**src/gb_bus_pkg.sv**
```systemverilog
// Shared definitions for the console system bus
// Bus and register types, memory map addresses, interrupt bit
// indices and the region code produced by the address decoder

package gb_bus_pkg;

   // Bus widths
   typedef logic [15:0] addr_t;
   typedef logic [7:0]  data_t;

   // One flag per interrupt source
   typedef logic [4:0]  int_flags_t;

   // Word index into the 8 KiB work RAM
   typedef logic [12:0] wram_addr_t;

   // Interrupt bit positions in IF and IE
   localparam int INT_VBLANK = 0;
   localparam int INT_LCDC   = 1;
   localparam int INT_TIMER  = 2;
   localparam int INT_SERIAL = 3;
   localparam int INT_JOYPAD = 4;

   // Boot flash is mapped from 0x0000 up to this address
   localparam addr_t BOOT_WINDOW_END = 16'h0102;

   // Work RAM and its mirror
   localparam addr_t WRAM_START = 16'hC000;
   localparam addr_t WRAM_END   = 16'hDFFF;
   localparam addr_t ECHO_START = 16'hE000;
   localparam addr_t ECHO_END   = 16'hFDFF;

   // Memory mapped registers
   localparam addr_t MMIO_IF   = 16'hFF0F;
   localparam addr_t MMIO_BOOT = 16'hFF50;
   localparam addr_t MMIO_IE   = 16'hFFFF;

   localparam int    WRAM_DEPTH    = 8192;
   localparam data_t UNMAPPED_DATA = 8'h00;

   // Exactly one region per bus address
   typedef enum logic [2:0] {
      region_flash,
      region_wram,
      region_if,
      region_ie,
      region_boot,
      region_unmapped
   } region_t;

endpackage
```
**src/bus_if.sv**
```systemverilog
// System bus bundle between the top level and the bus targets
// Address, write data and the read and write strobes

`timescale 1ns/1ps

interface bus_if;

   gb_bus_pkg::addr_t addr;
   gb_bus_pkg::data_t wdata;
   logic              we;
   logic              re;

   // Top level side
   modport host (
      output addr, wdata, we, re
   );

   // Decoder, registers, RAM and read path
   modport target (
      input addr, wdata, we, re
   );

endinterface

```
**src/io_registers.sv**
```systemverilog
// Interrupt flag, interrupt enable and boot-disable registers
// IF collects request pulses and can be overwritten from the bus;
// IE and the boot register load on bus writes

`timescale 1ns/1ps

module io_registers (
   input  logic                    clock,
   input  logic                    reset,
   bus_if.target                   bus,
   input  gb_bus_pkg::region_t     region,
   input  gb_bus_pkg::int_flags_t  int_req,
   output gb_bus_pkg::int_flags_t  if_flags,
   output gb_bus_pkg::int_flags_t  ie_flags,
   output logic                    boot_done,
   output gb_bus_pkg::data_t       boot_reg
);

   logic write_if;
   logic write_ie;
   logic write_boot;

   // Write strobes per register
   assign write_if   = bus.we && (region == gb_bus_pkg::region_if);
   assign write_ie   = bus.we && (region == gb_bus_pkg::region_ie);
   assign write_boot = bus.we && (region == gb_bus_pkg::region_boot);

   // Interrupt flags
   always_ff @(posedge clock or posedge reset) begin
      if (reset) begin
         if_flags <= '0;
      end else if (write_if) begin
         // A bus write overrides requests arriving in the same cycle
         if_flags <= bus.wdata[gb_bus_pkg::INT_JOYPAD:0];
      end else begin
         if_flags <= if_flags | int_req;
      end
   end

   // Interrupt enable
   always_ff @(posedge clock or posedge reset) begin
      if (reset) begin
         ie_flags <= '0;
      end else if (write_ie) begin
         ie_flags <= bus.wdata[gb_bus_pkg::INT_JOYPAD:0];
      end
   end

   // Boot-disable register, full byte kept for read back
   always_ff @(posedge clock or posedge reset) begin
      if (reset) begin
         boot_reg <= '0;
      end else if (write_boot) begin
         boot_reg <= bus.wdata;
      end
   end

   // Bit 0 unmaps the boot flash
   assign boot_done = boot_reg[0];

endmodule

```
**src/flat_wrapper.sv**
```systemverilog
// flat-port wrapper written by rule: the top's interface ports become plain ports
module io_registers_flat 
  (clock, reset, region, int_req, if_flags, ie_flags, boot_done, boot_reg, bus_addr, bus_wdata, bus_we, bus_re);
  bus_if bus_i ();
  input  logic clock;
  input  logic reset;
  input  gb_bus_pkg::region_t region;
  input  gb_bus_pkg::int_flags_t int_req;
  output gb_bus_pkg::int_flags_t if_flags;
  output gb_bus_pkg::int_flags_t ie_flags;
  output logic boot_done;
  output gb_bus_pkg::data_t boot_reg;
  input wire logic [$bits(bus_i.addr)-1:0] bus_addr;
  input wire logic [$bits(bus_i.wdata)-1:0] bus_wdata;
  input wire logic [$bits(bus_i.we)-1:0] bus_we;
  input wire logic [$bits(bus_i.re)-1:0] bus_re;
  assign bus_i.addr = bus_addr;
  assign bus_i.wdata = bus_wdata;
  assign bus_i.we = bus_we;
  assign bus_i.re = bus_re;
  io_registers u_core (.clock(clock), .reset(reset), .bus(bus_i), .region(region), .int_req(int_req), .if_flags(if_flags), .ie_flags(ie_flags), .boot_done(boot_done), .boot_reg(boot_reg));
endmodule
```
**config.mk**
```make
export PLATFORM = sky130hd
export DESIGN_NAME = io_registers_flat
export DESIGN_NICKNAME = d
export VERILOG_FILES = /design/src/gb_bus_pkg.sv /design/src/bus_if.sv /design/src/io_registers.sv /design/src/flat_wrapper.sv
export SDC_FILE = /design/constraint.sdc
export NUM_CORES = 1
export LEC_CHECK = 0
export BUFFER_PORTS_ARGS = -buffer_cell sky130_fd_sc_hd__buf_4
export CELL_PAD_IN_SITES_DETAIL_PLACEMENT = 2
export CELL_PAD_IN_SITES_GLOBAL_PLACEMENT = 2
export CORE_MARGIN = 4
export CORE_UTILIZATION = 23
export DETAILED_ROUTE_END_ITERATION = 8
export PLACE_DENSITY = 0.74
export SYNTH_ARGS = -nofsm -noshare
export SYNTH_HDL_FRONTEND = slang
export SYNTH_SLANG_ARGS = --single-unit
```
**constraint.sdc**
```tcl
create_clock -name clock -period 0.9 [get_ports clock]
set_input_delay 0.18 -clock clock [delete_from_list [all_inputs] [get_ports clock]]
set_output_delay 0.18 -clock clock [all_outputs]
set_load 0.02 [all_outputs]
```
======== After elaboration in Yosys (flattened, before gate mapping) ========
Index checks and enable logic that the tools add are counted.
storage, ports and cells
  register bits ........................... 18
  input port bits ......................... 36
  word-level logic and storage cells ...... 11
cells by class
  equal/unequal tests ..................... 3
  multiplexer cells ....................... 1
  bitwise gates (word level) .............. 1
  reduce and logical (&&, ||, !) cells .... 3
operators with widths
  kind                                                  number
  equality test 3 x 2 -> 1 bit (second input constant)  2
  two-way mux 5 bit                                     1
  bitwise OR 5 bit                                      1
  equality test 3 bit (second input constant)           1
  logical AND 1 bit                                     3

======== Logic depth before layout (Yosys ltp) ========
  word-level depth ........................ 3
  mapped depth ............................ 3

======== Worst setup path after synthesis ========
Ideal clock, no wire load.
  path type ............................... input to register
  from .................................... input region[1]
  to ...................................... register u_core.boot_reg[0]
  library setup time ...................... 125 ps
  arrival time ............................ 878 ps
  path slack .............................. -104 ps
  cell stages on the path ................. 3
  path through ............................ and4bb_1 > buf_6 > mux2_4
on the way
  word-level cells in the longest chain between the ends .. 2
RTL lines
  item                  RTL line            text
  start, declared       flat_wrapper.sv:7   input gb_bus_pkg::region_t region;
  equality test 3 bit   io_registers.sv:26  assign write_boot = bus.we && (region == gb_bus_pkg::region_boot);
  logical AND 1 bit     io_registers.sv:26
  end signal, assigned  io_registers.sv:54  boot_reg <= bus.wdata;
  end, declared         io_registers.sv:16  output gb_bus_pkg::data_t boot_reg
No other way between the ends.
A chain may end at the register's enable or synchronous reset.

==> metrics.txt <==
CP Launch Point u_core.boot_reg[0]$_DFFE_PP0P_; CP peak stage delay 430 ps; Slew @ Worst Pin 341 ps; Inserted Clock Buffers 3; clk sinks 18; Post-Syn Nets 89; number of synthesis warnings 0; Placer Congestion 0.620; RR Startpoint u_core.boot_reg[0]$_DFFE_PP0P_; Die Wd 66.0 um; antenna violations before repair 0; number of vias in the routed layout 625; Hold Crit Class input pin to flop; leading cell type in the layout, fill and taps excluded buf_4; most frequent cells in the layout buf_4, buf_6, dfrtp_1; fmax 0.941 GHz; P_leak 0.684 nW; post-synthesis sequential area ratio 58.2%; fraction of layout cells with a size suffix above 1 65.1%; critical path endpoint u_core.boot_reg[0]$_DFFE_PP0P_; Tot GR Track Use 11.8%; max-slew violations 0; worst path cell trace buf_4 > buf_4 > mux2_4; flop-to-flop setup slack -160 ps; Die Area 4360 um2; clock skew 0 ps; First DRT Iteration DRCs 2; Setup Viol. Count Final 28; Tmin final 1060 ps; CTS tree done; hold slack 106 ps; R2R depth 3; synthesized flop and latch total 18; chip height 66.0 um; clock transition at the registers of the reported paths 110 ps; largest net degree at the start of global routing 19; Placed Cells 134; Fin. Hold Viols 0; final WL 2340 um; synthesized instance count 53; Crit Path Class flop to flop; WL per Instance 15.6 um; Avg Inst Size Synth 14.6 um2; failing checks setup timing; max FFs per register 8; most used cell, CP buf_4; clock insertion delay at the later pin of the skew report 290 ps; total grt overflow 0; Sequential Area 450 um2; Final Net Count 143; first-pass GRT wire length 3710 um; vias per cell 4.17; multi-input logic area 284 um2; Max-slew headroom 77.1%; final period utilization 118%; status complete, but fails checks; Worst setup EP type flop; crit path max fanout 3; maximum VDD drop 617 uV; Crit path required time 1080 ps; CTS H-tree lvls 1; fillers 321; mapped cell area 774 um2; Final WS setup -163 ps; max-cap violations 0; P per Cell Area 1910 nW/um2; reg2reg end u_core.boot_reg[0]$_DFFE_PP0P_; RSZ-0062 raised after global routing true; Initial Util 24.8%; floorplan row count 20; CP Launch Type flop; area grow syn2layout 73.5%; DRC 0; hpwl dp 1680 um; # port buffers 37; vias in the first global route 696; Netlist cell types 12; Critical Path Slowest Stage Cell dfrtp_1; core area 3130 um2; drt pass-1 iters 2; Final ANT Viol Nets 0; io pins 55; ant diodes 0; worst path arrival time 1250 ps; Root Driver clkbuf_4; final cell count without fillers 150; clk buf depth 2
[metal layers]
metal  vias to the layer above  GRT usage (%)  share of wire [%]
li1                        283              -                  -
met1                       315           14.0                 39
met2                        25           19.1                 54
met3                         2           3.23                6.2
met4                         0           6.09               0.68
met5                         -              0                  0
[area by class of cell]
type / instances / area share (%)
tap: 44 / 4.10
multi-input combinational: 26 / 21.1
clock buffer: 4 / 2.70
timing repair buffer: 52 / 36.9
inverter: 6 / 1.68
sequential: 18 / 33.5
[cells in the mapped netlist]
cell,count,area share (%)
and4bb_1,1,1.6
buf_2,1,0.65
buf_4,1,0.97
buf_6,1,1.5
dfrtp_1,18,58
inv_1,6,2.9
mux2_2,5,7.3
mux2_4,8,16
mux2i_1,5,6.5
nand4b_1,1,1.1
nand4bb_1,1,1.5
nor2_1,5,2.4
[per-stage QoR]
| stage | setup slack [ps] | setup TNS (ps) | instance area [um2] | util (%) | power [mW] |
|---|---|---|---|---|---|
| 3_3_place_gp | -275 | -3350 | 1120 | 35.8 | 1.77 |
| 2_1_floorplan | -104 | -829 | 774 | - | 1.43 |
| 5_1_grt | -219 | -3810 | 1340 | 43.0 | 2.72 |
| 4_1_cts | -155 | -2560 | 1290 | 41.3 | 2.52 |
| 6_report | -163 | -2590 | 1340 | 43.0 | 2.57 |
| 3_5_place_dp | -308 | -3730 | 1120 | 35.8 | 1.79 |
[kinds of logic (layout without fill, tap and decap cells)]
| group | Yosys count | after routing | share of synthesized area (%) |
|---|---|---|---|
| DFF | 18 | 18 | 58.2 |
| muxes | 18 | 18 | 29.2 |
| and+or+nand+nor | 8 | 8 | 6.62 |
| buffers and inverters | 9 | 62 | 5.98 |
[worst max-delay path: cells and delay by family, from the launching register on]
kind | cells | cell delay (ps)
flops | 1 | 430
mux | 1 | 250
buf+inv | 2 | 270
[worst min path at each step]
stage	start	end	slack, ps	cells past startpoint
5_1_grt	bus_wdata[6]	u_core.boot_reg[6]$_DFFE_PP0P_	70	2
2_1_floorplan	reset	u_core.boot_reg[0]$_DFFE_PP0P_	120	1
3_3_place_gp	reset	u_core.boot_reg[6]$_DFFE_PP0P_	220	3
4_1_cts	bus_wdata[5]	u_core.boot_reg[5]$_DFFE_PP0P_	100	2
3_5_place_dp	reset	u_core.boot_reg[5]$_DFFE_PP0P_	230	3
6_report	bus_wdata[5]	u_core.boot_reg[5]$_DFFE_PP0P_	110	2
[power breakdown]
group          switching [mW]  total (mW)  leakage [nW]  internal, mW
clock network           0.257       0.504        0.0210         0.247
registers               0.119        1.06         0.202         0.945
logic                   0.381        1.00         0.461         0.624
[what timing repair did]
action | in CTS | in global routing
hold buffers | 1 | 0
hold endpoints to repair | 18 | 0
gates resized for setup | 20 | 6
setup buffers | 7 | 4
endpoints found under the setup margin | 19 | 26
(Power assumes the default switching activity.)
