$ cat config.mk
export PLATFORM = sky130hd
export DESIGN_NAME = read_mux_flat
export DESIGN_NICKNAME = d
export VERILOG_FILES = /design/src/gb_bus_pkg.sv /design/src/bus_if.sv /design/src/read_mux.sv /design/src/flat_wrapper.sv
export SDC_FILE = /design/constraint.sdc
export NUM_CORES = 1
export LEC_CHECK = 0
export BUFFER_PORTS_ARGS = -buffer_cell sky130_fd_sc_hd__buf_2
export CAP_MARGIN = 5
export CORE_MARGIN = 2
export CORE_UTILIZATION = 35
export CTS_CLUSTER_DIAMETER = 120
export DETAILED_ROUTE_END_ITERATION = 10
export PLACE_DENSITY = 0.85
export SLEW_MARGIN = 0
export SYNTH_ARGS = -nofsm -noshare
export SYNTH_HDL_FRONTEND = slang
export SYNTH_SLANG_ARGS = --single-unit
$ cat constraint.sdc
create_clock -name clock -period 1.86 [get_ports clock]
set_clock_uncertainty 0.05 [all_clocks]
set_input_delay 0.279 -clock clock [delete_from_list [all_inputs] [get_ports clock]]
set_output_delay 0.279 -clock clock [all_outputs]
set_load 0.01 [all_outputs]
$ cat src/gb_bus_pkg.sv
// Shared definitions for the console system bus
// Bus and register types, memory map addresses, interrupt bit
// indices and the region code produced by the address decoder

package gb_bus_pkg;

   // Bus widths
   typedef logic [15:0] addr_t;
   typedef logic [7:0]  data_t;

   // One flag per interrupt source
   typedef logic [4:0]  int_flags_t;

   // Word index into the 8 KiB work RAM
   typedef logic [12:0] wram_addr_t;

   // Interrupt bit positions in IF and IE
   localparam int INT_VBLANK = 0;
   localparam int INT_LCDC   = 1;
   localparam int INT_TIMER  = 2;
   localparam int INT_SERIAL = 3;
   localparam int INT_JOYPAD = 4;

   // Boot flash is mapped from 0x0000 up to this address
   localparam addr_t BOOT_WINDOW_END = 16'h0102;

   // Work RAM and its mirror
   localparam addr_t WRAM_START = 16'hC000;
   localparam addr_t WRAM_END   = 16'hDFFF;
   localparam addr_t ECHO_START = 16'hE000;
   localparam addr_t ECHO_END   = 16'hFDFF;

   // Memory mapped registers
   localparam addr_t MMIO_IF   = 16'hFF0F;
   localparam addr_t MMIO_BOOT = 16'hFF50;
   localparam addr_t MMIO_IE   = 16'hFFFF;

   localparam int    WRAM_DEPTH    = 8192;
   localparam data_t UNMAPPED_DATA = 8'h00;

   // Exactly one region per bus address
   typedef enum logic [2:0] {
      region_flash,
      region_wram,
      region_if,
      region_ie,
      region_boot,
      region_unmapped
   } region_t;

endpackage
$ cat src/bus_if.sv
// System bus bundle between the top level and the bus targets
// Address, write data and the read and write strobes

`timescale 1ns/1ps

interface bus_if;

   gb_bus_pkg::addr_t addr;
   gb_bus_pkg::data_t wdata;
   logic              we;
   logic              re;

   // Top level side
   modport host (
      output addr, wdata, we, re
   );

   // Decoder, registers, RAM and read path
   modport target (
      input addr, wdata, we, re
   );

endinterface

$ cat src/read_mux.sv
// Read data return path
// Captures the region and the non-RAM byte of each read, then
// selects between RAM output and the captured byte one cycle later

`timescale 1ns/1ps

module read_mux (
   input  logic                    clock,
   input  logic                    reset,
   bus_if.target                   bus,
   input  gb_bus_pkg::region_t     region,
   input  gb_bus_pkg::data_t       flash_data,
   input  gb_bus_pkg::data_t       boot_reg,
   input  gb_bus_pkg::int_flags_t  if_flags,
   input  gb_bus_pkg::int_flags_t  ie_flags,
   input  gb_bus_pkg::data_t       wram_data,
   output gb_bus_pkg::data_t       rdata
);

   gb_bus_pkg::region_t rd_region;
   gb_bus_pkg::data_t   rd_byte;
   gb_bus_pkg::data_t   sel_byte;

   // Byte from the flash or a register, flags zero-extended
   always_comb begin
      case (region)
         gb_bus_pkg::region_flash: sel_byte = flash_data;
         gb_bus_pkg::region_if:    sel_byte = {3'b000, if_flags};
         gb_bus_pkg::region_ie:    sel_byte = {3'b000, ie_flags};
         gb_bus_pkg::region_boot:  sel_byte = boot_reg;
         default:                  sel_byte = gb_bus_pkg::UNMAPPED_DATA;
      endcase
   end

   always_ff @(posedge clock or posedge reset) begin
      if (reset) begin
         rd_region <= gb_bus_pkg::region_unmapped;
      end else begin
         rd_region <= bus.re ? region : gb_bus_pkg::region_unmapped;
      end
   end

   always_ff @(posedge clock) begin
      rd_byte <= sel_byte;
   end

   // RAM data is already registered inside work_ram
   always_comb begin
      case (rd_region)
         gb_bus_pkg::region_wram:     rdata = wram_data;
         gb_bus_pkg::region_unmapped: rdata = gb_bus_pkg::UNMAPPED_DATA;
         default:                     rdata = rd_byte;
      endcase
   end

endmodule

$ cat src/flat_wrapper.sv
// flat-port wrapper written by rule: the top's interface ports become plain ports
module read_mux_flat 
  (clock, reset, region, flash_data, boot_reg, if_flags, ie_flags, wram_data, rdata, bus_addr, bus_wdata, bus_we, bus_re);
  bus_if bus_i ();
  input  logic clock;
  input  logic reset;
  input  gb_bus_pkg::region_t region;
  input  gb_bus_pkg::data_t flash_data;
  input  gb_bus_pkg::data_t boot_reg;
  input  gb_bus_pkg::int_flags_t if_flags;
  input  gb_bus_pkg::int_flags_t ie_flags;
  input  gb_bus_pkg::data_t wram_data;
  output gb_bus_pkg::data_t rdata;
  input wire logic [$bits(bus_i.addr)-1:0] bus_addr;
  input wire logic [$bits(bus_i.wdata)-1:0] bus_wdata;
  input wire logic [$bits(bus_i.we)-1:0] bus_we;
  input wire logic [$bits(bus_i.re)-1:0] bus_re;
  assign bus_i.addr = bus_addr;
  assign bus_i.wdata = bus_wdata;
  assign bus_i.we = bus_we;
  assign bus_i.re = bus_re;
  read_mux u_core (.clock(clock), .reset(reset), .bus(bus_i), .region(region), .flash_data(flash_data), .boot_reg(boot_reg), .if_flags(if_flags), .ie_flags(ie_flags), .wram_data(wram_data), .rdata(rdata));
endmodule
# Yosys cells after proc, flatten, opt, wreduce, memory -nomap -nowiden
# Cells that the tools add are included.
[op_classes]
eq_ne = 5
muxes = 3
n_reduce_logical = 1
[ops]
columns = ["op", "n"]
rows = [
  ["8-bit one-hot mux with 4 select lines", 1],
  ["8-bit one-hot mux with 2 select lines", 1],
  ["3-bit by 2-bit == test with 1-bit output (second input constant)", 2],
  ["3-bit == test (second input constant)", 2],
  ["3-bit by 1-bit == test with 1-bit output (second input constant)", 1],
  ["3-bit logical NOT", 1],
  ["3-bit 2-to-1 mux", 1],
]
[totals]
regBits = 11
output_inout_bits = 8
wordCells = 11

# Longest topological paths before layout
[depth]
depth_word = 2
mapped_depth = 4
mapped_depth_nobuf = 2

# Worst setup path after synthesis
# No wires, ideal clock.
[synth_timing]
path_type = "reg2out"
start = "reg u_core.rd_region[0]"
end = "out rdata[1]"
arrival_ps = 1150
required_time_ps = 1531
slack_ps = 381
stages_incl_launch_ff = 4
n_path_buf = 1
cell_sequence = "dfstp_2 nor2b_1 buf_2 mux2_1"
[synth_via]
elab_chain_cells = 2
elab_cells_between_ends = 3
cone_classes = "2 x eq/ne; 1 x mux"
[synth_lines]
columns = ["element", "line_no", "source"]
rows = [
  ["start, declared", "read_mux.sv:20", "gb_bus_pkg::region_t rd_region;"],
  ["start signal, assigned", "read_mux.sv:37", "rd_region <= gb_bus_pkg::region_unmapped;"],
  ["start signal, assigned", "read_mux.sv:39", "rd_region <= bus.re ? region : gb_bus_pkg::region_unmapped;"],
  ["3-bit == test / 3-bit by 1-bit == test with 1-bit output (equally long branches)", "read_mux.sv:49", "case (rd_region)"],
  ["8-bit one-hot mux with 2 select lines *", "read_mux.sv:49", ""],
  ["end, declared", "flat_wrapper.sv:13", "output gb_bus_pkg::data_t rdata;"],
]
# Every way passes the cells marked *; elsewhere a longest branch is shown, timed or not.

# Final worst setup path
[layout_timing]
start = "reg u_core.rd_region[0]"
end = "out rdata[5]"
# The elaborated chain is that of the path after synthesis.

==> run_results.csv <==
group,metric,value,unit
clock_tree,cts_setup_buffers,0,
power,total_power,0.5886,mW
worst_setup_path,start_kind,"flop",
timing,tns,0,ns
floorplan,start_util,0.3705,
placed_design,hpwl,1331,um
placed_design,port_buffers,47,
detailed_routing,drc,0,
floorplan,die_w,49.34,um
detailed_routing,vias,664,
detailed_routing,first_pass_iters,3,
worst_setup_path,path_cells,"nor2b_4, buf_8, mux2_4, buf_6",
worst_hold_path,hp-start,"bus_re",
logic_synthesis,syn_avg_cell_area,11.24,um^2
timing,slew_viol_final,0,
worst_setup_path,end_kind,"primary output",
detailed_routing,drt-initial-drc-count,7,
logic_synthesis,synthTopCellsByArea,"dfxtp_1, mux2i_1, o211ai_2, nand4bb_1, nor2b_1",
floorplan,num_rows,16,
cells_and_area,final_common_cell,"buf_2",
global_routing,grt-ovfl-total,0,
run,maxCapViolations,0,
power,ir_drop,0.2849,mV
worst_setup_path,worstPathRequired,1.53,ns
worst_setup_path,cp.arrival,1.50,ns
worst_setup_path,path_max_fanout,8,
worst_setup_path,critPathTopFamily,"flip-flops",
clock_tree,htree_levels,1,
power,power.share.sequential,0.445,
floorplan,pin_count,73,
global_routing,antenna_found_initial,0,
placed_design,dpl_worst_slack,0.2723,ns
detailed_routing,wl,1651,um
logic_synthesis,seq_area_frac_synth,0.3304,
logic_synthesis,ys.flop_type,"dfxtp_1",
clock_tree,cts_buffers,3,
cells_and_area,drive_gt1_frac,0.6071,
cells_and_area,final_nets,178,
logic_synthesis,synth_top_area_frac,0.2226,
logic_synthesis,synth.distinct_cells,18,
power,clkPwrFrac,0.258,
clock_tree,numClockSinks,11,
detailed_routing,wl_per_cell,11.88,um
worst_setup_path,cp_slowest_cell,"dfstp_2",
clock_tree,cts_buffer_depth,2,
cells_and_area,final_util,0.5567,
logic_synthesis,syn_inst,64,
timing,worst_slack,0.03482,ns
timing,fin_crit_sh,0.9813,
worst_setup_path,critical_path_class,"flop to primary output",
clock_tree,cts_tree,"built",
timing,finalHoldViolCount,0,
placed_design,gp_congestion,0.6800,
global_routing,gr-usage-all-layers,0.1436,
global_routing,grt_max_degree,20,
global_routing,grt_pass1_wl,2635,um
logic_synthesis,syn_area,719.4,um^2
logic_synthesis,yosys_warnings,0,
detailed_routing,avgViaCountPerCell,4.777,
logic_synthesis,synthArstFlopShare,0.2727,
timing,slew-limit-headroom,0.7770,
timing,min_period,1.825,ns
timing,grt_setup_unrepaired,"true",
timing,max_freq,547.9,MHz
logic_synthesis,synth-seq-cells,11,
logic_synthesis,synth_top_area_cell,"dfxtp_1",
worst_hold_path,hp-class,"input pin to flop",
worst_setup_path,path_buf_inv,2,
cells_and_area,n_antenna_cell,0,
floorplan,die-area,2434,um^2
power,switching_share,0.2432,
power,p_comb_frac,0.298,
timing,worst_pin_slew,0.3345,ns
power,p_leak,0.5361,nW
logic_synthesis,synth-edff-count,0,
detailed_routing,drt.antenna.violating_nets,0,
power,switching_power,0.1431,mW
worst_hold_path,min_to,"u_core.rd_region[0]",
logic_synthesis,syn_nets,129,
power,intPower,0.4454,mW
clock_tree,root_buffer,"clkbuf_4",
timing,finalSetupViolations,0,
global_routing,grt_pass1_vias,639,
cells_and_area,area_delta_synth_final,50.26,%
clock_tree,clk_pin_slew,0.06,ns
outcome,status,"finished clean",
worst_hold_path,min_path_cells,2,
floorplan,core,1942,um^2
floorplan,die_y,49.34,um
worst_setup_path,crit_path_max_incr_delay,0.52,ns
power,p_per_area,544.4,nW/um^2
[Yosys cell counts (2+ instances only)]
library cell and instances:
mux2_1 4, mux2_2 4, mux2i_1 8, nor3_1 3, buf_6 3, nor2b_1 9
nand4bb_1 5, dfxtp_1 8, nand4b_1 5, dfstp_2 2, nand2b_1 2, o211ai_2 5
[power by group through the flow]
stage | sequential, mW | combinational, mW | clock, mW
floorplan | 0.262 | 0.0856 | 0
global placement | 0.265 | 0.135 | 0
detailed placement | 0.266 | 0.141 | 0
CTS | 0.261 | 0.144 | 0.158
global route | 0.264 | 0.189 | 0.179
finish | 0.262 | 0.175 | 0.152
[layout make-up]
class / instances / area, um^2
Clock buffer: 4 / 26.28
Fill cell: 177 / 860.8
Inverter: 1 / 3.754
Multi-Input combinational cell: 47 / 469.2
Sequential cell: 11 / 237.7
Tap cell: 27 / 33.78
Timing Repair Buffer: 49 / 310.3
[cells by family after synthesis]
| kind of cell | share of synthesized area |
|---|---|
| simple gates | 0.2765 |
| mux | 0.2365 |
| flops | 0.3304 |
| buf+inv | 0.06955 |
| compound gates | 0.08696 |
[layer usage]
layer	track usage	vias up	routed length, um	part of all wire
li1	-	331	-	-
met1	0.1676	296	648	0.39
met2	0.2297	33	869	0.53
met3	0.02454	4	99	0.060
met4	0.1143	0	35	0.021
met5	0	-	0	0
[per-stage QoR]
step                      hold slack (ns)  instances  area, um^2
after floorplan                  -0.01881         64       719.4
after global placement            0.09279        134       949.7
after detailed placement          0.09981        134       949.7
after CTS                          0.1042        139       989.7
after global routing               0.1202        139        1081
final                              0.1131        139        1081
[registers in the layout, summed over array words and instances (netlist names)]
name	flops
u_core.rd_byte	8
u_core.rd_region	3
[how the worst max path moves through the flow]
stage	startpoint	endpoint	slack, ns	depth (start not counted)
after floorplan	u_core.rd_region[0]	rdata[1]	0.38	3
after global placement	u_core.rd_region[0]	rdata[3]	0.30	4
after detailed placement	u_core.rd_region[0]	rdata[5]	0.27	4
after CTS	u_core.rd_region[0]	rdata[3]	-0.02	4
after global routing	u_core.rd_region[0]	rdata[5]	-0.03	4
final	u_core.rd_region[0]	rdata[5]	0.03	4
[timing repair]
action                                 4_1_cts  5_1_grt
gates resized for setup                      1       18
endpoints found under the hold margin        1        0
setup endpoints to repair                    8        8
hold buffers                                 1        0
Power figures use the tool's default switching activity.
