==> src/gb_bus_pkg.sv <==
// Shared definitions for the console system bus
// Bus and register types, memory map addresses, interrupt bit
// indices and the region code produced by the address decoder

package gb_bus_pkg;

   // Bus widths
   typedef logic [15:0] addr_t;
   typedef logic [7:0]  data_t;

   // One flag per interrupt source
   typedef logic [4:0]  int_flags_t;

   // Word index into the 8 KiB work RAM
   typedef logic [12:0] wram_addr_t;

   // Interrupt bit positions in IF and IE
   localparam int INT_VBLANK = 0;
   localparam int INT_LCDC   = 1;
   localparam int INT_TIMER  = 2;
   localparam int INT_SERIAL = 3;
   localparam int INT_JOYPAD = 4;

   // Boot flash is mapped from 0x0000 up to this address
   localparam addr_t BOOT_WINDOW_END = 16'h0102;

   // Work RAM and its mirror
   localparam addr_t WRAM_START = 16'hC000;
   localparam addr_t WRAM_END   = 16'hDFFF;
   localparam addr_t ECHO_START = 16'hE000;
   localparam addr_t ECHO_END   = 16'hFDFF;

   // Memory mapped registers
   localparam addr_t MMIO_IF   = 16'hFF0F;
   localparam addr_t MMIO_BOOT = 16'hFF50;
   localparam addr_t MMIO_IE   = 16'hFFFF;

   localparam int    WRAM_DEPTH    = 8192;
   localparam data_t UNMAPPED_DATA = 8'h00;

   // Exactly one region per bus address
   typedef enum logic [2:0] {
      region_flash,
      region_wram,
      region_if,
      region_ie,
      region_boot,
      region_unmapped
   } region_t;

endpackage
==> src/bus_if.sv <==
// System bus bundle between the top level and the bus targets
// Address, write data and the read and write strobes

`timescale 1ns/1ps

interface bus_if;

   gb_bus_pkg::addr_t addr;
   gb_bus_pkg::data_t wdata;
   logic              we;
   logic              re;

   // Top level side
   modport host (
      output addr, wdata, we, re
   );

   // Decoder, registers, RAM and read path
   modport target (
      input addr, wdata, we, re
   );

endinterface

==> src/address_decoder.sv <==
// Address decoder for the console memory map
// Maps the bus address onto one region code; the boot flash
// window is only visible until boot is disabled

`timescale 1ns/1ps

module address_decoder (
   bus_if.target                bus,
   input  logic                 boot_done,
   output gb_bus_pkg::region_t  region
);

   logic in_boot_window;
   logic in_wram;
   logic in_echo;

   // Range checks
   assign in_boot_window = (bus.addr <= gb_bus_pkg::BOOT_WINDOW_END);

   assign in_wram = (bus.addr >= gb_bus_pkg::WRAM_START) &&
                    (bus.addr <= gb_bus_pkg::WRAM_END);

   assign in_echo = (bus.addr >= gb_bus_pkg::ECHO_START) &&
                    (bus.addr <= gb_bus_pkg::ECHO_END);

   always_comb begin
      region = gb_bus_pkg::region_unmapped;

      if (in_boot_window && !boot_done) begin
         region = gb_bus_pkg::region_flash;
      end else if (in_wram || in_echo) begin
         // Echo space lands on the same RAM
         region = gb_bus_pkg::region_wram;
      end else begin
         case (bus.addr)
            gb_bus_pkg::MMIO_IF: begin
               region = gb_bus_pkg::region_if;
            end
            gb_bus_pkg::MMIO_IE: begin
               region = gb_bus_pkg::region_ie;
            end
            gb_bus_pkg::MMIO_BOOT: begin
               region = gb_bus_pkg::region_boot;
            end
            default: begin
               region = gb_bus_pkg::region_unmapped;
            end
         endcase
      end
   end

endmodule

==> src/flat_wrapper.sv <==
// flat-port wrapper written by rule: the top's interface ports become plain ports
module address_decoder_flat 
  (boot_done, region, bus_addr, bus_wdata, bus_we, bus_re);
  bus_if bus_i ();
  input  logic boot_done;
  output gb_bus_pkg::region_t region;
  input wire logic [$bits(bus_i.addr)-1:0] bus_addr;
  input wire logic [$bits(bus_i.wdata)-1:0] bus_wdata;
  input wire logic [$bits(bus_i.we)-1:0] bus_we;
  input wire logic [$bits(bus_i.re)-1:0] bus_re;
  assign bus_i.addr = bus_addr;
  assign bus_i.wdata = bus_wdata;
  assign bus_i.we = bus_we;
  assign bus_i.re = bus_re;
  address_decoder u_core (.bus(bus_i), .boot_done(boot_done), .region(region));
endmodule
==> config.mk <==
export PLATFORM = sky130hd
export DESIGN_NAME = address_decoder_flat
export DESIGN_NICKNAME = d
export VERILOG_FILES = /design/src/gb_bus_pkg.sv /design/src/bus_if.sv /design/src/address_decoder.sv /design/src/flat_wrapper.sv
export SDC_FILE = /design/constraint.sdc
export NUM_CORES = 1
export LEC_CHECK = 0
export BUFFER_PORTS_ARGS = -buffer_cell sky130_fd_sc_hd__buf_4
export CAP_MARGIN = 20
export CORE_AREA = 2 2 39 41
export DETAILED_ROUTE_END_ITERATION = 12
export DIE_AREA = 0 0 41 43
export GPL_TIMING_DRIVEN = 0
export SLEW_MARGIN = 5
export SYNTH_ARGS = -nofsm -noshare
export SYNTH_HDL_FRONTEND = slang
export SYNTH_SLANG_ARGS = --single-unit
==> constraint.sdc <==
create_clock -name vclk -period 2.76
set_input_delay 0.276 -clock vclk [all_inputs]
set_output_delay 0.276 -clock vclk [all_outputs]
set_load 0.01 [all_outputs]
Yosys cells after proc, flatten, opt, wreduce, memory -nomap -nowiden
Index checks and enable logic that the tools add are counted.
W data, S select, Z words.
Operators by class
  add/subtract/negate cells: 0
  $mul: 0
  divide/modulo/power cells: 0
  $lt $le $gt $ge: 5
  equal/unequal tests: 3
  shift operators: 0
  multiplexer cells: 3
  bitwise operators: 0
  reductions and logical operators: 5
Operators by type and width (number)
  $eq A16 B16 Y1 const B: 3
  $ge A16 B16 Y1 const B: 2
  $le A16 B16 Y1 const B: 2
  $le A16 B9 Y1 const B: 1
  $pmux W3 S3: 1
  $mux W3: 2
  $logic_and A1 B1 Y1: 3
  $logic_not A1 Y1: 1
  $logic_or A1 B1 Y1: 1
Storage, ports and cells
  register bits after elaboration: 0
  latch bits: 0
  bits in writable memories: 0
  ROM bits: 0
  input bits: 27
  memories kept: 0

Logic depth before layout (Yosys ltp)
Gate-level depths: netlist of run 1.
  depth in word-level cells: 5
  depth in mapped cells: 4
  mapped depth without buffers: 4

Worst setup path after synthesis of run 1
OpenSTA, ideal clock, no wires.
  kind: input-to-output
  start: in bus_addr[5]
  end: out region[1]
  arrival: 1240 ps
  slack: 1244 ps
  cell stages on the path: 3
  path through: or4_4 a211oi_2 nor2b_1
Between the ends
  word-level cells in the longest chain between the ends: 5
  elaborated cells between the ends (all ways): 15
  classes of those cells: order compare (5); eq/ne (3); mux (3); reduce/logical (4)
Ends and longest elaborated chain
  start, declared: line flat_wrapper.sv:7  | input wire logic [$bits(bus_i.addr)-1:0] bus_addr;
  $ge A16 B16 Y1, or another cell as far along: line address_decoder.sv:20  | assign in_wram = (bus.addr >= gb_bus_pkg::WRAM_START) &&
  $logic_and A1 B1 Y1, on equally long branches: line address_decoder.sv:20, address_decoder.sv:23
  $logic_or A1 B1 Y1: line address_decoder.sv:31  | end else if (in_wram || in_echo) begin
  $mux W3: line address_decoder.sv:31
  $mux W3 (*): line address_decoder.sv:29  | if (in_boot_window && !boot_done) begin
  end, declared: line flat_wrapper.sv:6  | output gb_bus_pkg::region_t region;
Mark *: on every way between the ends. The rest lies on a longest branch, timed or not.

Worst setup path in the final report of run 1
  start: in bus_addr[5]
  end: out region[2]
Same word-level chain as after synthesis.

==> results.cfg, run 1 <==
[detailed_routing]
drc = 0
dr.pass1.iters = 2
ant_nets = 0
drt_wl_total_um = 473
wire_per_inst_um = 8.298
num_vias = 244
viasPerCell = 4.281
drtIter0Drc = 2

[logic_synthesis]
synth_top_family_by_area = simple AND/OR/NAND/NOR gates
synthMuxAreaShare_pct = 0
synth_compound_area_share_pct = 27.35
yosys.area_share.simple_pct = 72.65
synth_xor_xnor_area_share_pct = 0
synth_seq_area_share_pct = 0
syn-num-nets = 48
syn_inst = 21
ys_types = 14
syn_area_per_cell_um2 = 6.971
syn-cell-area_um2 = 146.4
synth-adder-area-share_pct = 0
yosysWarnings = 0

[place]
place.gp.congestion = 0.5815
io_buffers = 20
placed_cell_area_um2 = 316.6
dp.cells = 57
place_ws_ps = 1011

[floorplanning]
core_area_mm2 = 0.001384
die_w_um = 41
rows = 14
initial_core_util_pct = 10.58
die_h_um = 43
die_area_mm2 = 0.001763
ios = 30

[power]
total_power_mw = 0.03094
power_density_mw_per_mm2 = 97.75
ir_drop_uv = 17.09
power_leakage_nw = 0.1329

[setup_path]
end_kind = output pin
crit_arrival_ps = 1470
startpoint_type = primary input
cp_max_fo = 3
crit_type = in -> out
crit_required_ps = 2480

[sta]
fmax_mhz = 571.6
setup_ws_ps = 1010
finalSetupViolCount = 0
period_minus_slack_ps = 1750
hold_ws_ps = 855.5
worstMarginPinSlew_ps = 232.5
rsz0062_at_grt = false
slew_headroom_pct = 84.36
drv_slew = 0
setup_tns_ps = 0
timing.final.crit_share_pct = 63.39
hold_violations = 0

[global_routing]
grt_overflow_total = 0
grt_pass1_vias = 216
grt_max_degree = 4
grt_pass1_wl_um = 676
track_usage_pct = 4.995
antenna_found_initial = 0

[cells_and_area]
syn2layout_area_growth_pct = 116.2
finalNonFillerCells = 57
stdcell_area_um2 = 316.6
n_antenna_cell = 0
seq_cell_count = 0
final_util_pct = 22.88
fin_nets = 70
final_common_cell = buf_4
n_clock_buffer = 0
drive_gt1_share_pct = 58.54
seq_area_um2 = 0
nFillCells = 166
final_cell_mix = 20 x buf_4, 3 x nand4_1, 3 x nor4_1

[clock_tree]
post_cts_resized = 0
ctsHoldBuffers = 0
cts_setup_buffers = 0

[worst_hold_path]
hold_path.class = in -> out

[job]
cap_violations = 0

[run_status]
status = finished, final reports clean
[Yosys cell counts]
| library cell | n | area share [%] |
|---|---|---|
| a211oi_2 | 1 | 8.5 |
| a21oi_1 | 1 | 3.4 |
| a21oi_2 | 1 | 6.0 |
| a311oi_1 | 1 | 6.0 |
| and3_1 | 1 | 4.3 |
| nand2_1 | 2 | 5.1 |
| nand3_1 | 2 | 6.8 |
| nand3b_4 | 1 | 14 |
| nand4_1 | 3 | 13 |
| nor2_1 | 2 | 5.1 |
| nor2b_1 | 1 | 4.3 |
| nor4_1 | 3 | 13 |
| o21ai_0 | 1 | 3.4 |
| or4_4 | 1 | 7.7 |
[critical path, stage by stage]
cell and delay, ps:
buf_4 120, or4_4 550, nand3b_4 170, a21oi_2 150, a311oi_1 60, buf_4 150
[layout make-up]
class / count / area [um^2] / area share, %
multi-input combinational: 21 / 146.4 / 46.24
tap: 16 / 20.02 / 6.324
timing repair buffer: 20 / 150.1 / 47.43
[metal layers]
metal / vias up / global-route usage [%] / share of wire, % / wire (um)
li1: 129 / - / - / -
met1: 110 / 4.430 / 35 / 165
met2: 5 / 11.25 / 60 / 283
met3: 0 / 0 / 5.1 / 24
met4: 0 / 0 / 0 / 0
met5: - / 0 / 0 / 0
[report_power, final]
part           internal (mW)  switching (mW)
clock                      0               0
sequential                 0               0
combinational         0.0195          0.0114
[path summary, 6_finish.rpt]
path | from | end | cells after the start
hold / removal | bus_addr[15] | region[2] | 3
setup / recovery | bus_addr[5] | region[2] | 6
[cell families after synthesis]
kind of cell	count (synthesis)
AO/OA/AOI/OAI	5
AND/OR/NAND/NOR	16
No activity file was read; power rests on OpenSTA's default activity.
==> run 2: changes to the inputs <==
--- a/config.mk
+++ b/config.mk
@@ -5,6 +5,7 @@
 export SDC_FILE = /design/constraint.sdc
 export NUM_CORES = 1
 export LEC_CHECK = 0
+export ABC_AREA = 1
 export BUFFER_PORTS_ARGS = -buffer_cell sky130_fd_sc_hd__buf_4
 export CAP_MARGIN = 20
 export CORE_AREA = 2 2 39 41
==> constraint.sdc (replaced) <==
create_clock -name vclk -period 1.7
set_input_delay 0.17 -clock vclk [all_inputs]
set_output_delay 0.17 -clock vclk [all_outputs]
set_load 0.01 [all_outputs]
==> run 2 against run 1 <==
Compared with the run above:
- cell count grew 61%
- critical path depth grew 2
- critical endpoint unchanged
- sequential share of layout area is the same
- largest power group unchanged
- die area is the same
- utilization grew 7.5 points
- combinational power grew 120%
- critical path type unchanged
- global-route usage grew 2.9 points
- routed wire length grew 36%
- clock-buffer cell count is the same
- non-clock buffer count is the same
==> results.cfg, run 2 <==
[logic_synthesis]
synth.top_cells.by_count = 17 x nor2_1, 16 x nand2_1, 10 x inv_1
syn-cell-area_um2 = 250.2
syn-num-nets = 83
syn_area_per_cell_um2 = 4.469
ys_types = 10
synthTopCellsByArea = nor2_1 26%, nand2_1 24%, inv_1 15%
synth_top_cell_by_area = nor2_1
syn_inst = 56
synth.top_cell.area_share_pct = 25.50
yosysWarnings = 0
synth_most_common_cell = nor2_1
synth_seq_area_share_pct = 0

[setup_path]
crit_arrival_ps = 970
crit_chain = buf_4 > nor2_1 > nand2_1 > o21ai_1 > nand2_1 > nand2_1 > nor2_1 > buf_4
critical_path.top_delay_family = simple AND/OR/NAND/NOR gates
crit_required_ps = 1530
crit_end = region[2]
setup.worst_path.start = bus_addr[5]
end_kind = output pin
cp_max_fo = 3
crit_buf_inv = 2
crit_top_cell = nand2_1
cp.depth = 8
cpMaxStageDelayCell = nor2_1
startpoint_type = primary input
crit_path_max_incr_delay_ps = 160
crit_type = in -> out

[global_routing]
grt_pass1_wl_um = 1069
grt_pass1_vias = 314
grt_overflow_total = 0
track_usage_pct = 7.892
antenna_found_initial = 0
grt_max_degree = 4

[place]
io_buffers = 20
dp.cells = 92
dpl.hpwl_um = 587.1
place.gp.congestion = 0.7419
place_ws_ps = 549.6

[cells_and_area]
drive_gt1_share_pct = 36.84
multiInputGateArea_um2 = 212.7
final_cell_mix = 20 x buf_4, 17 x nor2_1, 16 x nand2_1
final_common_cell = buf_4
fin_nets = 105
n_clock_buffer = 0
nFillCells = 163
finalNonFillerCells = 92
n_antenna_cell = 0
syn2layout_area_growth_pct = 68.00
seq_area_um2 = 0
seq_cell_count = 0

[clock_tree]
ctsHoldBuffers = 0
post_cts_resized = 0
cts_setup_buffers = 0

[power]
ir_drop_uv = 55.47
p_int_mw = 0.03718
power_leakage_nw = 0.2283
switching_share_pct = 44.72
power_density_mw_per_mm2 = 160.0
clkPwrFrac_pct = 0
sequentialPowerShare_pct = 0
comb_power_share_pct = 100.0
p_sw_mw = 0.03008
total_power_mw = 0.06726

[detailed_routing]
num_vias = 366
drc = 0
dr.pass1.iters = 3
ant_nets = 0
drtIter0Drc = 8
drt_wl_total_um = 645
viasPerCell = 3.978
wire_per_inst_um = 7.011

[floorplanning]
die_area_mm2 = 0.001763
rows = 14
ios = 30
initial_core_util_pct = 18.08
die_h_um = 43
core_area_mm2 = 0.001384
die_w_um = 41

[sta]
slew_headroom_pct = 88.55
timing.final.crit_share_pct = 67.00
setup_ws_ps = 561.0
period_minus_slack_ps = 1139
finalSetupViolCount = 0
rsz0062_at_grt = false
fmax_mhz = 878.0
worstMarginPinSlew_ps = 171.1
hold_ws_ps = 726.7
setup_tns_ps = 0
hold_violations = 0
drv_slew = 0

[worst_hold_path]
hold_path.class = in -> out

[run_status]
status = finished, final reports clean

[job]
cap_violations = 0
[run 2: cell count changes in the layout (fill, tap and decap cells not counted), moves of 3 or more]
cell,delta
inv_1,+10
nand4_1,-3
nand2_2,+3
nand2_1,+14
nor2_1,+15
nor4_1,-3
[run 2: power groups by stage]
stage / clock (mW) / sequential, mW / combinational [mW]
CTS: 0 / 0 / 0.0679
finish: 0 / 0 / 0.0673
detailed placement: 0 / 0 / 0.0677
global placement: 0 / 0 / 0.0665
global route: 0 / 0 / 0.0765
floorplan: 0 / 0 / 0.0249
[run 2: area by class of cell]
cell class                      instances  area share, %
Multi-Input combinational cell         46          50.60
Timing Repair Buffer                   20          35.71
Inverter                               10          8.929
Tap cell                               16          4.762
[run 2: worst min-delay path: stages]
cell and delay [ps]:
buf_4 90, nand3_1 60, nand2_1 60, nor2_1 40, buf_4 130
[run 2: worst min path at each step]
| stage | start | endpoint | cells past startpoint | slack (ps) |
|---|---|---|---|---|
| detailed placement | bus_addr[15] | region[2] | 5 | 720 |
| finish | bus_addr[15] | region[2] | 5 | 730 |
| global placement | bus_addr[15] | region[2] | 5 | 730 |
| floorplan | bus_addr[8] | region[1] | 2 | 480 |
| global route | bus_addr[15] | region[2] | 5 | 770 |
| CTS | bus_addr[15] | region[2] | 5 | 720 |
[run 2: logic make-up after synthesis]
logic type / share of synthesized area, %
AOI/OAI and AO/OA: 8.999
buffers and inverters: 15.00
and+or+nand+nor: 76.00
[run 2: metrics by stage]
| step | area (um^2) | util (%) |
|---|---|---|
| 4_1_cts | 420.4 | 30.38 |
| 6_report | 420.4 | 30.38 |
| 2_1_floorplan | 250.2 | - |
| 3_3_place_gp | 420.4 | 30.38 |
| 3_5_place_dp | 420.4 | 30.38 |
| 5_1_grt | 420.4 | 30.38 |
[run 2: routing by layer]
| metal | track usage [%] | wire length, um | up-vias |
|---|---|---|---|
| met2 | 14.69 | 285 | 15 |
| met5 | 0 | 0 | - |
| met3 | 0.5236 | 81 | 0 |
| li1 | - | - | 208 |
| met1 | 9.810 | 278 | 143 |
| met4 | 0 | 0 | 0 |
